`src/mem_wr_pkg.sv`:
```
/*
 * Shared widths, user flag positions, vector typedefs and packed structs
 * for the Avalon write to TLP write request mapper
 */

package mem_wr_pkg;

    // ========================================
    // Widths
    // ========================================

    localparam int LINE_BYTES      = 64;
    localparam int LINE_ADDR_WIDTH = 32;
    localparam int BURST_CNT_WIDTH = 3;
    localparam int USER_WIDTH      = 16;
    localparam int TAG_WIDTH       = 12;
    localparam int NUM_INTERRUPTS  = 4;

    // Avalon user bit positions of the request flags
    localparam int UFLAG_NO_REPLY  = 0;
    localparam int UFLAG_FENCE     = 1;
    localparam int UFLAG_INTERRUPT = 2;

    // ========================================
    // Vector types
    // ========================================

    typedef logic [LINE_BYTES*8-1:0]                  t_line_data;
    typedef logic [LINE_BYTES-1:0]                    t_byte_mask;
    typedef logic [$clog2(LINE_BYTES)-1:0]            t_byte_idx;
    typedef logic [$clog2(LINE_BYTES):0]              t_byte_len;
    typedef logic [LINE_ADDR_WIDTH-1:0]               t_line_addr;
    typedef logic [LINE_ADDR_WIDTH+$clog2(LINE_BYTES)-1:0] t_byte_addr;
    typedef logic [BURST_CNT_WIDTH-1:0]               t_burst_cnt;
    typedef logic [USER_WIDTH-1:0]                    t_user;
    typedef logic [TAG_WIDTH-1:0]                     t_tag;
    typedef logic [$clog2(NUM_INTERRUPTS)-1:0]        t_intr_idx;

    // ========================================
    // Bundles
    // ========================================

    // One Avalon write beat as seen on the bus
    typedef struct packed {
        t_line_addr address;
        t_burst_cnt burstcount;
        t_line_data writedata;
        t_byte_mask byteenable;
        t_user      user;
    } t_avmm_wr_beat;

    // Beat plus what the decode stage found in it
    typedef struct packed {
        t_avmm_wr_beat beat;
        t_byte_idx     byte_start;
        t_byte_idx     byte_end;
        logic          is_fence;
        logic          is_interrupt;
    } t_wr_decoded;

    typedef struct packed {
        logic       sop;
        logic       eop;
        logic       is_fence;
        logic       is_interrupt;
        logic       enable_byte_range;
        t_byte_idx  byte_start_idx;
        t_byte_len  byte_len;
        t_burst_cnt line_count;
        t_byte_addr addr;
        t_tag       tag;
    } t_tlp_wr_hdr;

    typedef struct packed {
        t_tlp_wr_hdr hdr;
        t_line_data  payload;
    } t_tlp_wr_req;

    // Write completion; the tag is the interrupt index for interrupts
    typedef struct packed {
        t_tag tag;
        logic is_interrupt;
    } t_tlp_wr_rsp;

    typedef struct packed {
        t_intr_idx intr_idx;
        t_tag      rob_idx;
    } t_intr_save;

endpackage

```
`src/mem_wr_tlp_map.sv`:
```
/*
 * Avalon write side to TLP write request mapper
 * Beat decode, header build and response restore
 */

`timescale 1ns/1ps

module mem_wr_tlp_map #(
    parameter int ROB_IDX_START = 4
) (
    input  logic                      clk,
    input  logic                      rst_n,

    // Avalon write beats
    input  logic                      wr_write,
    input  mem_wr_pkg::t_avmm_wr_beat wr_beat,
    output logic                      wr_waitrequest,

    // TLP write requests
    output logic                      req_valid,
    output mem_wr_pkg::t_tlp_wr_req   req,
    input  logic                      req_ready,

    // Write completions
    input  logic                      rsp_valid,
    input  mem_wr_pkg::t_tlp_wr_rsp   rsp,

    // Avalon write responses
    output logic                      wr_rsp_valid,
    output mem_wr_pkg::t_user         wr_rsp_user
);

    import mem_wr_pkg::*;

    logic        beat_ready;
    logic        dec_valid;
    logic        dec_ready;
    t_wr_decoded dec;
    logic        intr_save_valid;
    t_intr_save  intr_save;

    assign wr_waitrequest = !beat_ready;

    // ========================================
    // Request path
    // ========================================

    wr_beat_decode #(
        .ROB_IDX_START (ROB_IDX_START)
    ) u_decode (
        .clk        (clk),
        .rst_n      (rst_n),
        .beat_valid (wr_write),
        .beat       (wr_beat),
        .beat_ready (beat_ready),
        .dec_valid  (dec_valid),
        .dec        (dec),
        .dec_ready  (dec_ready)
    );

    wr_tlp_build #(
        .ROB_IDX_START (ROB_IDX_START)
    ) u_build (
        .clk             (clk),
        .rst_n           (rst_n),
        .dec_valid       (dec_valid),
        .dec             (dec),
        .dec_ready       (dec_ready),
        .req_valid       (req_valid),
        .req             (req),
        .req_ready       (req_ready),
        .intr_save_valid (intr_save_valid),
        .intr_save       (intr_save)
    );

    // ========================================
    // Response path
    // ========================================

    wr_rsp_restore #(
        .ROB_IDX_START (ROB_IDX_START)
    ) u_restore (
        .clk             (clk),
        .rst_n           (rst_n),
        .intr_save_valid (intr_save_valid),
        .intr_save       (intr_save),
        .rsp_valid       (rsp_valid),
        .rsp             (rsp),
        .wr_rsp_valid    (wr_rsp_valid),
        .wr_rsp_user     (wr_rsp_user)
    );

endmodule

```
`src/wr_beat_decode.sv`:
```
/*
 * Write beat decode stage. One register slot that accepts Avalon write
 * beats and records the enabled byte range and the fence and interrupt
 * flags for the header build stage
 */

`timescale 1ns/1ps

module wr_beat_decode #(
    parameter int ROB_IDX_START = 4
) (
    input  logic                      clk,
    input  logic                      rst_n,

    input  logic                      beat_valid,
    input  mem_wr_pkg::t_avmm_wr_beat beat,
    output logic                      beat_ready,

    output logic                      dec_valid,
    output mem_wr_pkg::t_wr_decoded   dec,
    input  logic                      dec_ready
);

    import mem_wr_pkg::*;

    logic        full;
    logic        load;
    t_byte_idx   byte_start;
    t_byte_idx   byte_end;
    logic        flag_fence;
    logic        flag_interrupt;

    // ========================================
    // Slot control
    // ========================================

    // Accept when empty or when the held beat leaves this cycle
    assign beat_ready = !full || dec_ready;
    assign load       = beat_valid && beat_ready;

    always_ff @(posedge clk)
    begin
        if (!rst_n)
        begin
            full <= 1'b0;
        end
        else if (load)
        begin
            full <= 1'b1;
        end
        else if (dec_ready)
        begin
            full <= 1'b0;
        end
    end

    assign dec_valid = full;

    // ========================================
    // Byte range and flags
    // ========================================

    // Lowest and highest enabled byte; an empty mask gives 0 and 63
    always_comb
    begin
        byte_start = '0;
        byte_end   = '1;
        for (int i = LINE_BYTES - 1; i >= 0; i--)
        begin
            if (beat.byteenable[i])
                byte_start = t_byte_idx'(i);
        end
        for (int i = 0; i < LINE_BYTES; i++)
        begin
            if (beat.byteenable[i])
                byte_end = t_byte_idx'(i);
        end
    end

    // Flag bits only exist below the ROB index field
    assign flag_fence     = (UFLAG_FENCE < ROB_IDX_START) && beat.user[UFLAG_FENCE];
    assign flag_interrupt = (UFLAG_INTERRUPT < ROB_IDX_START) &&
                            beat.user[UFLAG_INTERRUPT];

    always_ff @(posedge clk)
    begin
        if (load)
        begin
            dec.beat         <= beat;
            dec.byte_start   <= byte_start;
            dec.byte_end     <= byte_end;
            dec.is_fence     <= flag_fence;
            dec.is_interrupt <= flag_interrupt;
        end
    end

endmodule

```
`src/wr_rsp_restore.sv`:
```
/*
 * Write response restore. Holds the ROB index of each interrupt vector
 * and maps write completions back onto Avalon response user bits
 */

`timescale 1ns/1ps

module wr_rsp_restore #(
    parameter int ROB_IDX_START = 4
) (
    input  logic                   clk,
    input  logic                   rst_n,

    input  logic                   intr_save_valid,
    input  mem_wr_pkg::t_intr_save intr_save,

    input  logic                   rsp_valid,
    input  mem_wr_pkg::t_tlp_wr_rsp rsp,

    output logic                   wr_rsp_valid,
    output mem_wr_pkg::t_user      wr_rsp_user
);

    import mem_wr_pkg::*;

    t_tag intr_rob [NUM_INTERRUPTS];
    t_tag rob_idx;

    // Table entries are written by the request side, ignored while in reset
    always_ff @(posedge clk)
    begin
        if (rst_n && intr_save_valid)
        begin
            intr_rob[intr_save.intr_idx] <= intr_save.rob_idx;
        end
    end

    // Interrupt completions carry the vector, not the ROB index
    assign rob_idx = rsp.is_interrupt ? intr_rob[t_intr_idx'(rsp.tag)] : rsp.tag;

    always_comb
    begin
        wr_rsp_user = t_user'(t_user'(rob_idx) << ROB_IDX_START);
        wr_rsp_user[UFLAG_NO_REPLY]  = 1'b0;
        wr_rsp_user[UFLAG_FENCE]     = 1'b0;
        wr_rsp_user[UFLAG_INTERRUPT] = 1'b0;
    end

    assign wr_rsp_valid = rsp_valid;

endmodule

```
`src/wr_tlp_build.sv`:
```
/*
 * Write request header build. Tracks the position inside each burst,
 * fills the TLP write header on the first beat and reports interrupt
 * requests so their ROB index can be restored on completion
 */

`timescale 1ns/1ps

module wr_tlp_build #(
    parameter int ROB_IDX_START = 4
) (
    input  logic                    clk,
    input  logic                    rst_n,

    input  logic                    dec_valid,
    input  mem_wr_pkg::t_wr_decoded dec,
    output logic                    dec_ready,

    output logic                    req_valid,
    output mem_wr_pkg::t_tlp_wr_req req,
    input  logic                    req_ready,

    output logic                    intr_save_valid,
    output mem_wr_pkg::t_intr_save  intr_save
);

    import mem_wr_pkg::*;

    t_burst_cnt beat_cnt;
    t_burst_cnt burst_len;
    logic       is_sop;
    logic       is_eop;
    logic       xfer;
    logic       partial;
    t_tag       rob_idx;
    t_intr_idx  intr_idx;

    // Pure pass-through flow control, one beat per request
    assign req_valid = dec_valid;
    assign dec_ready = req_ready;
    assign xfer      = req_valid && req_ready;

    // ========================================
    // Burst tracking
    // ========================================

    assign is_sop = (beat_cnt == '0);

    // Burst length comes from the sop beat; later beats may carry anything
    always_comb
    begin
        if (is_sop)
            is_eop = (dec.beat.burstcount <= t_burst_cnt'(1));
        else
            is_eop = (t_burst_cnt'(beat_cnt + 1'b1) == burst_len);
    end

    always_ff @(posedge clk)
    begin
        if (!rst_n)
        begin
            beat_cnt  <= '0;
            burst_len <= '0;
        end
        else if (xfer)
        begin
            if (is_sop)
                burst_len <= dec.beat.burstcount;

            if (is_eop)
                beat_cnt <= '0;
            else
                beat_cnt <= t_burst_cnt'(beat_cnt + 1'b1);
        end
    end

    // ========================================
    // Header
    // ========================================

    assign rob_idx  = t_tag'(dec.beat.user >> ROB_IDX_START);
    // Interrupt vector travels in the low line address bits
    assign intr_idx = t_intr_idx'(dec.beat.address);

    // Partial writes only for single-line plain writes
    assign partial = (!dec.beat.byteenable[0] || !dec.beat.byteenable[LINE_BYTES-1]) &&
                     (dec.beat.burstcount == t_burst_cnt'(1)) &&
                     !dec.is_fence && !dec.is_interrupt;

    always_comb
    begin
        req.hdr     = '0;
        req.hdr.sop = is_sop;
        req.hdr.eop = is_eop;

        if (is_sop)
        begin
            req.hdr.is_fence     = dec.is_fence;
            req.hdr.is_interrupt = dec.is_interrupt;
            req.hdr.line_count   = dec.beat.burstcount;
            req.hdr.addr         = {dec.beat.address, t_byte_idx'(0)};
            req.hdr.tag          = dec.is_interrupt ? t_tag'(intr_idx) : rob_idx;

            if (partial)
            begin
                req.hdr.enable_byte_range = 1'b1;
                req.hdr.byte_start_idx    = dec.byte_start;
                req.hdr.byte_len          = t_byte_len'({1'b0, dec.byte_end} -
                                                        {1'b0, dec.byte_start} + 1'b1);
            end
        end

        req.payload = dec.beat.writedata;
    end

    // Restore stage keeps the ROB index of each interrupt vector
    assign intr_save_valid    = xfer && req.hdr.is_interrupt;
    assign intr_save.intr_idx = intr_idx;
    assign intr_save.rob_idx  = rob_idx;

endmodule
```
`config.mk`:
```
export PLATFORM = sky130hd
export DESIGN_NAME = mem_wr_tlp_map
export DESIGN_NICKNAME = d
export VERILOG_FILES = /design/src/mem_wr_pkg.sv /design/src/mem_wr_tlp_map.sv /design/src/wr_beat_decode.sv /design/src/wr_rsp_restore.sv /design/src/wr_tlp_build.sv
export SDC_FILE = /design/constraint.sdc
export NUM_CORES = 1
export LEC_CHECK = 0
export BUFFER_PORTS_ARGS = -buffer_cell sky130_fd_sc_hd__buf_2
export CORE_AREA = 2 2 483 485
export DETAILED_ROUTE_END_ITERATION = 6
export DIE_AREA = 0 0 485 487
export PLACE_DENSITY = 0.3
export SLEW_MARGIN = 15
export SYNTH_ARGS = -nofsm -noshare
export SYNTH_HDL_FRONTEND = slang
export SYNTH_SLANG_ARGS = --single-unit
```
`constraint.sdc`:
```
create_clock -name clk -period 36.6 [get_ports clk]
set_clock_uncertainty 0.1 [all_clocks]
set_input_delay 7.32 -clock clk [delete_from_list [all_inputs] [get_ports clk]]
set_output_delay 7.32 -clock clk [all_outputs]
set_load 0.005 [all_outputs]
```
==> impl_results.md <==
* Detailed Route Iter0 Violations at approximately 870
* Drt first pass iters at 5
* Root buf cell: clkbuf_16
* Die height at between 400 and 500 um
* Rel. slew slack at about a quarter
* MaxCap Viol Count at 0
* Final instance area at 34500 um^2
* EDFF count, synth at 623
* Data arrival time of the worst path at 8890 ps
* Final net count at 3044
* Post-synthesis compound-gate area fraction at under 10%
* Max Fclk at 0.0613 GHz
* Xor-xnor portion of the synthesized cell area at less than 1%
* Synth Cell Area at 25500 um^2
* Initial Util at a little over a tenth
* Number of cell rows at ~180
* GR Overflow Total at 0
* RSZ-0062 raised after global routing: no
* Die Area at 236000 um^2
* Synth area leader: edfxtp_1
* Layout cell share with drive strength beyond 1 at 57.2%
* Max Transition Viols Final at 0
* P_leak at 13.4 nW
* Dpl hpwl at 113000 um
* Final setup TNS at 0 ps
* Vias post-DR at roughly 16000
* Die width at 485 um
* R2r setup slk at between 30000 and 40000 ps
* Number of top-level pins at 1247
* Max Root-Sink Buffers at 3
* CP max-delay cell: mux4_2
* Top FF cell, synth: edfxtp_1
* Initial antenna violation count at 182
* Cts bufs inserted at between 80 and 90
* Final setup violation count at 0
* IO Port Bufs at 1232
* Largest net degree at the start of global routing at about 130
* Hold Path Class: register to register
* RD Place Congestion at 0.817
* Yosys warns at 0
* Most frequent CP cell: buf_2
* Post CTS Setup Buffer Count at 0
* DR WL/cell at 24.2 um
* Cells after synthesis at 1577
* First-pass GRT wire length at around 170000 um
* Worst reg2reg startpoint: u_decode.dec_valid$_SDFFE_PN0P_
* Total GRT Usage at 10.8%
* RR Endpoint: u_decode.dec[428]$_DFFE_PP_
* Routed wire length at 133000 um
* Worst hold start: u_build.beat_cnt[2]$_SDFFE_PN0P_
* Status: finished, final reports clean
* Clock-pin slew on the worst setup and hold paths at 50 ps
* Post-DR vias/cell at 2.89
* Simple-Gate Fraction of Synth Area at 4.37%
* Non-filler instance count after layout at roughly 5500
* Top-area cell type share of the netlist area at 73.5%
* Post-cts resize count at 0
* CP Launch Type: input pin
* Top post-synthesis cells by area: edfxtp_1, buf_4, and2_1, mux4_2, nor2_1
* Post-synth ARST share at 0%
* Crit path capture: wr_rsp_user[13]
* Final Hold Fails at 0
* Critical Path Sink Type: primary output
* Max rail drop VDD at 33.7 uV
* CTS tree: done
* FF+latch count, synth at 630
* Dpl cells at 5340
* # DRC at 0
* H-tree lvl count at 3
* Post-synth top cells: edfxtp_1, buf_4, nor2_1, and2_1, inv_1
* Most frequent cell after synthesis: edfxtp_1
* Critical path class: input pin to primary output
* Antenna Nets Post-Route at 0
* Core area at 231000 um^2
* Area grow syn2layout at 35.5%
* Post-synthesis mux area share at 1.69%
* Clk Latency, worst-skew pair at 700 ps
* Worst EP required at 29180 ps
* Clock tree sinks at 630
* Dpl cell area at 31600 um^2
* Crit path largest cell delay at 570 ps
* CTS Hold Bufs at 0
* Tcrit/Tclk final at 44.6%
* CP max FO at 14
* PD cells at roughly 54 nW/um^2
* Setup WS post-layout at 20290 ps
* Crit path launch: rsp[1]
* Place WS at 20180 ps
* Adder-cell share of the synthesized area at 0.718%
* Mapped Avg Cell Area at approximately 16 um^2
* Seq/Total Area, Yosys at roughly 74%
* Clock period minus worst slack at ~16000 ps
* Vias in the first global route at 16200
* Worst-Margin Slew at 1140 ps
* Worst R2R Path Depth at 4
* Largest family of logic cells by synthesized area: buffers and inverters
* Distinct cells, synth at 52
* CP cell instances: buf_2 -> mux4_2 -> mux2_2 -> buf_2
## cells by family after synthesis
logic type / Yosys count
AO/OA/AOI/OAI: 108
XOR/XNOR: 8
adder cells (fa/ha/maj): 14
buffers and inverters: 570
flip-flops: 630
multiplexers: 29
other: 1
AND/OR/NAND/NOR: 217
## sequential cells by signal, indices dropped and copies added (netlist names)
signal and flops:
u_decode.dec 575, u_restore.intr_rob 48, u_build.beat_cnt 3, u_build.burst_len 3
u_decode.dec_valid 1
## area by class of cell
cell class | instances | area, um^2
inverter | 36 | 135
sequential | 630 | 18800
clock buffer | 100 | 2200
timing repair buffer | 1245 | 6280
fill | 25900 | 197000
multi-input combinational | 386 | 2560
clock inverter | 56 | 622
antenna | 22 | 55.1
tap | 3043 | 3810
## power by group
part	switching [mW]	internal, mW
logic	0.0882	0.0593
clock network	0.359	0.505
registers	0.0152	0.841
total	0.463	1.41
## critical path: cells and delay by family
kind	cells	cell delay, ps
mux	2	890
buf+inv	2	660
## worst min path at each step
stage	to	depth (start not counted)
2_1_floorplan	u_restore.intr_rob[0][10]$_DFFE_PP_	0
5_1_grt	u_build.burst_len[2]$_SDFFE_PN0P_	2
6_report	u_build.beat_cnt[2]$_SDFFE_PN0P_	2
3_5_place_dp	u_build.beat_cnt[2]$_SDFFE_PN0P_	2
3_3_place_gp	u_build.beat_cnt[2]$_SDFFE_PN0P_	2
4_1_cts	u_build.beat_cnt[2]$_SDFFE_PN0P_	2
## cell usage in the layout (no fill, tap or decap), drive strengths merged, types with 10 or more instances in the layout
cell,Yosys,routed
a21oi,33,33
and2,52,52
buf,527,1245
bufinv,0,10
clkbuf,7,100
clkinv,0,33
conb,1,10
diode,0,22
edfxtp,623,623
ha,13,13
inv,36,44
mux2,12,12
mux4,10,10
nand2,24,24
nand3,12,12
nor2,61,61
nor2b,10,10
nor3,27,27
nor4,11,11
o21ai,25,25
## metal layers
metal	global-route usage [%]	vias up	share of wire (%)
met4	2.67	124	2.7
met5	0	-	0.61
met1	11.8	7594	37
met3	7.20	321	15
met2	17.2	1083	45
li1	-	6850	-
## stage by stage
step / util, % / power, mW / hold slack [ps]
finish: 14.9 / 1.87 / 419
CTS: 14.9 / 1.93 / 425
global placement: 13.7 / 1.03 / 402
floorplan: - / 0.977 / 373
detailed placement: 13.7 / 1.03 / 413
global route: 14.9 / 1.95 / 452
Note: power is estimated with default switching activity, not from simulation.
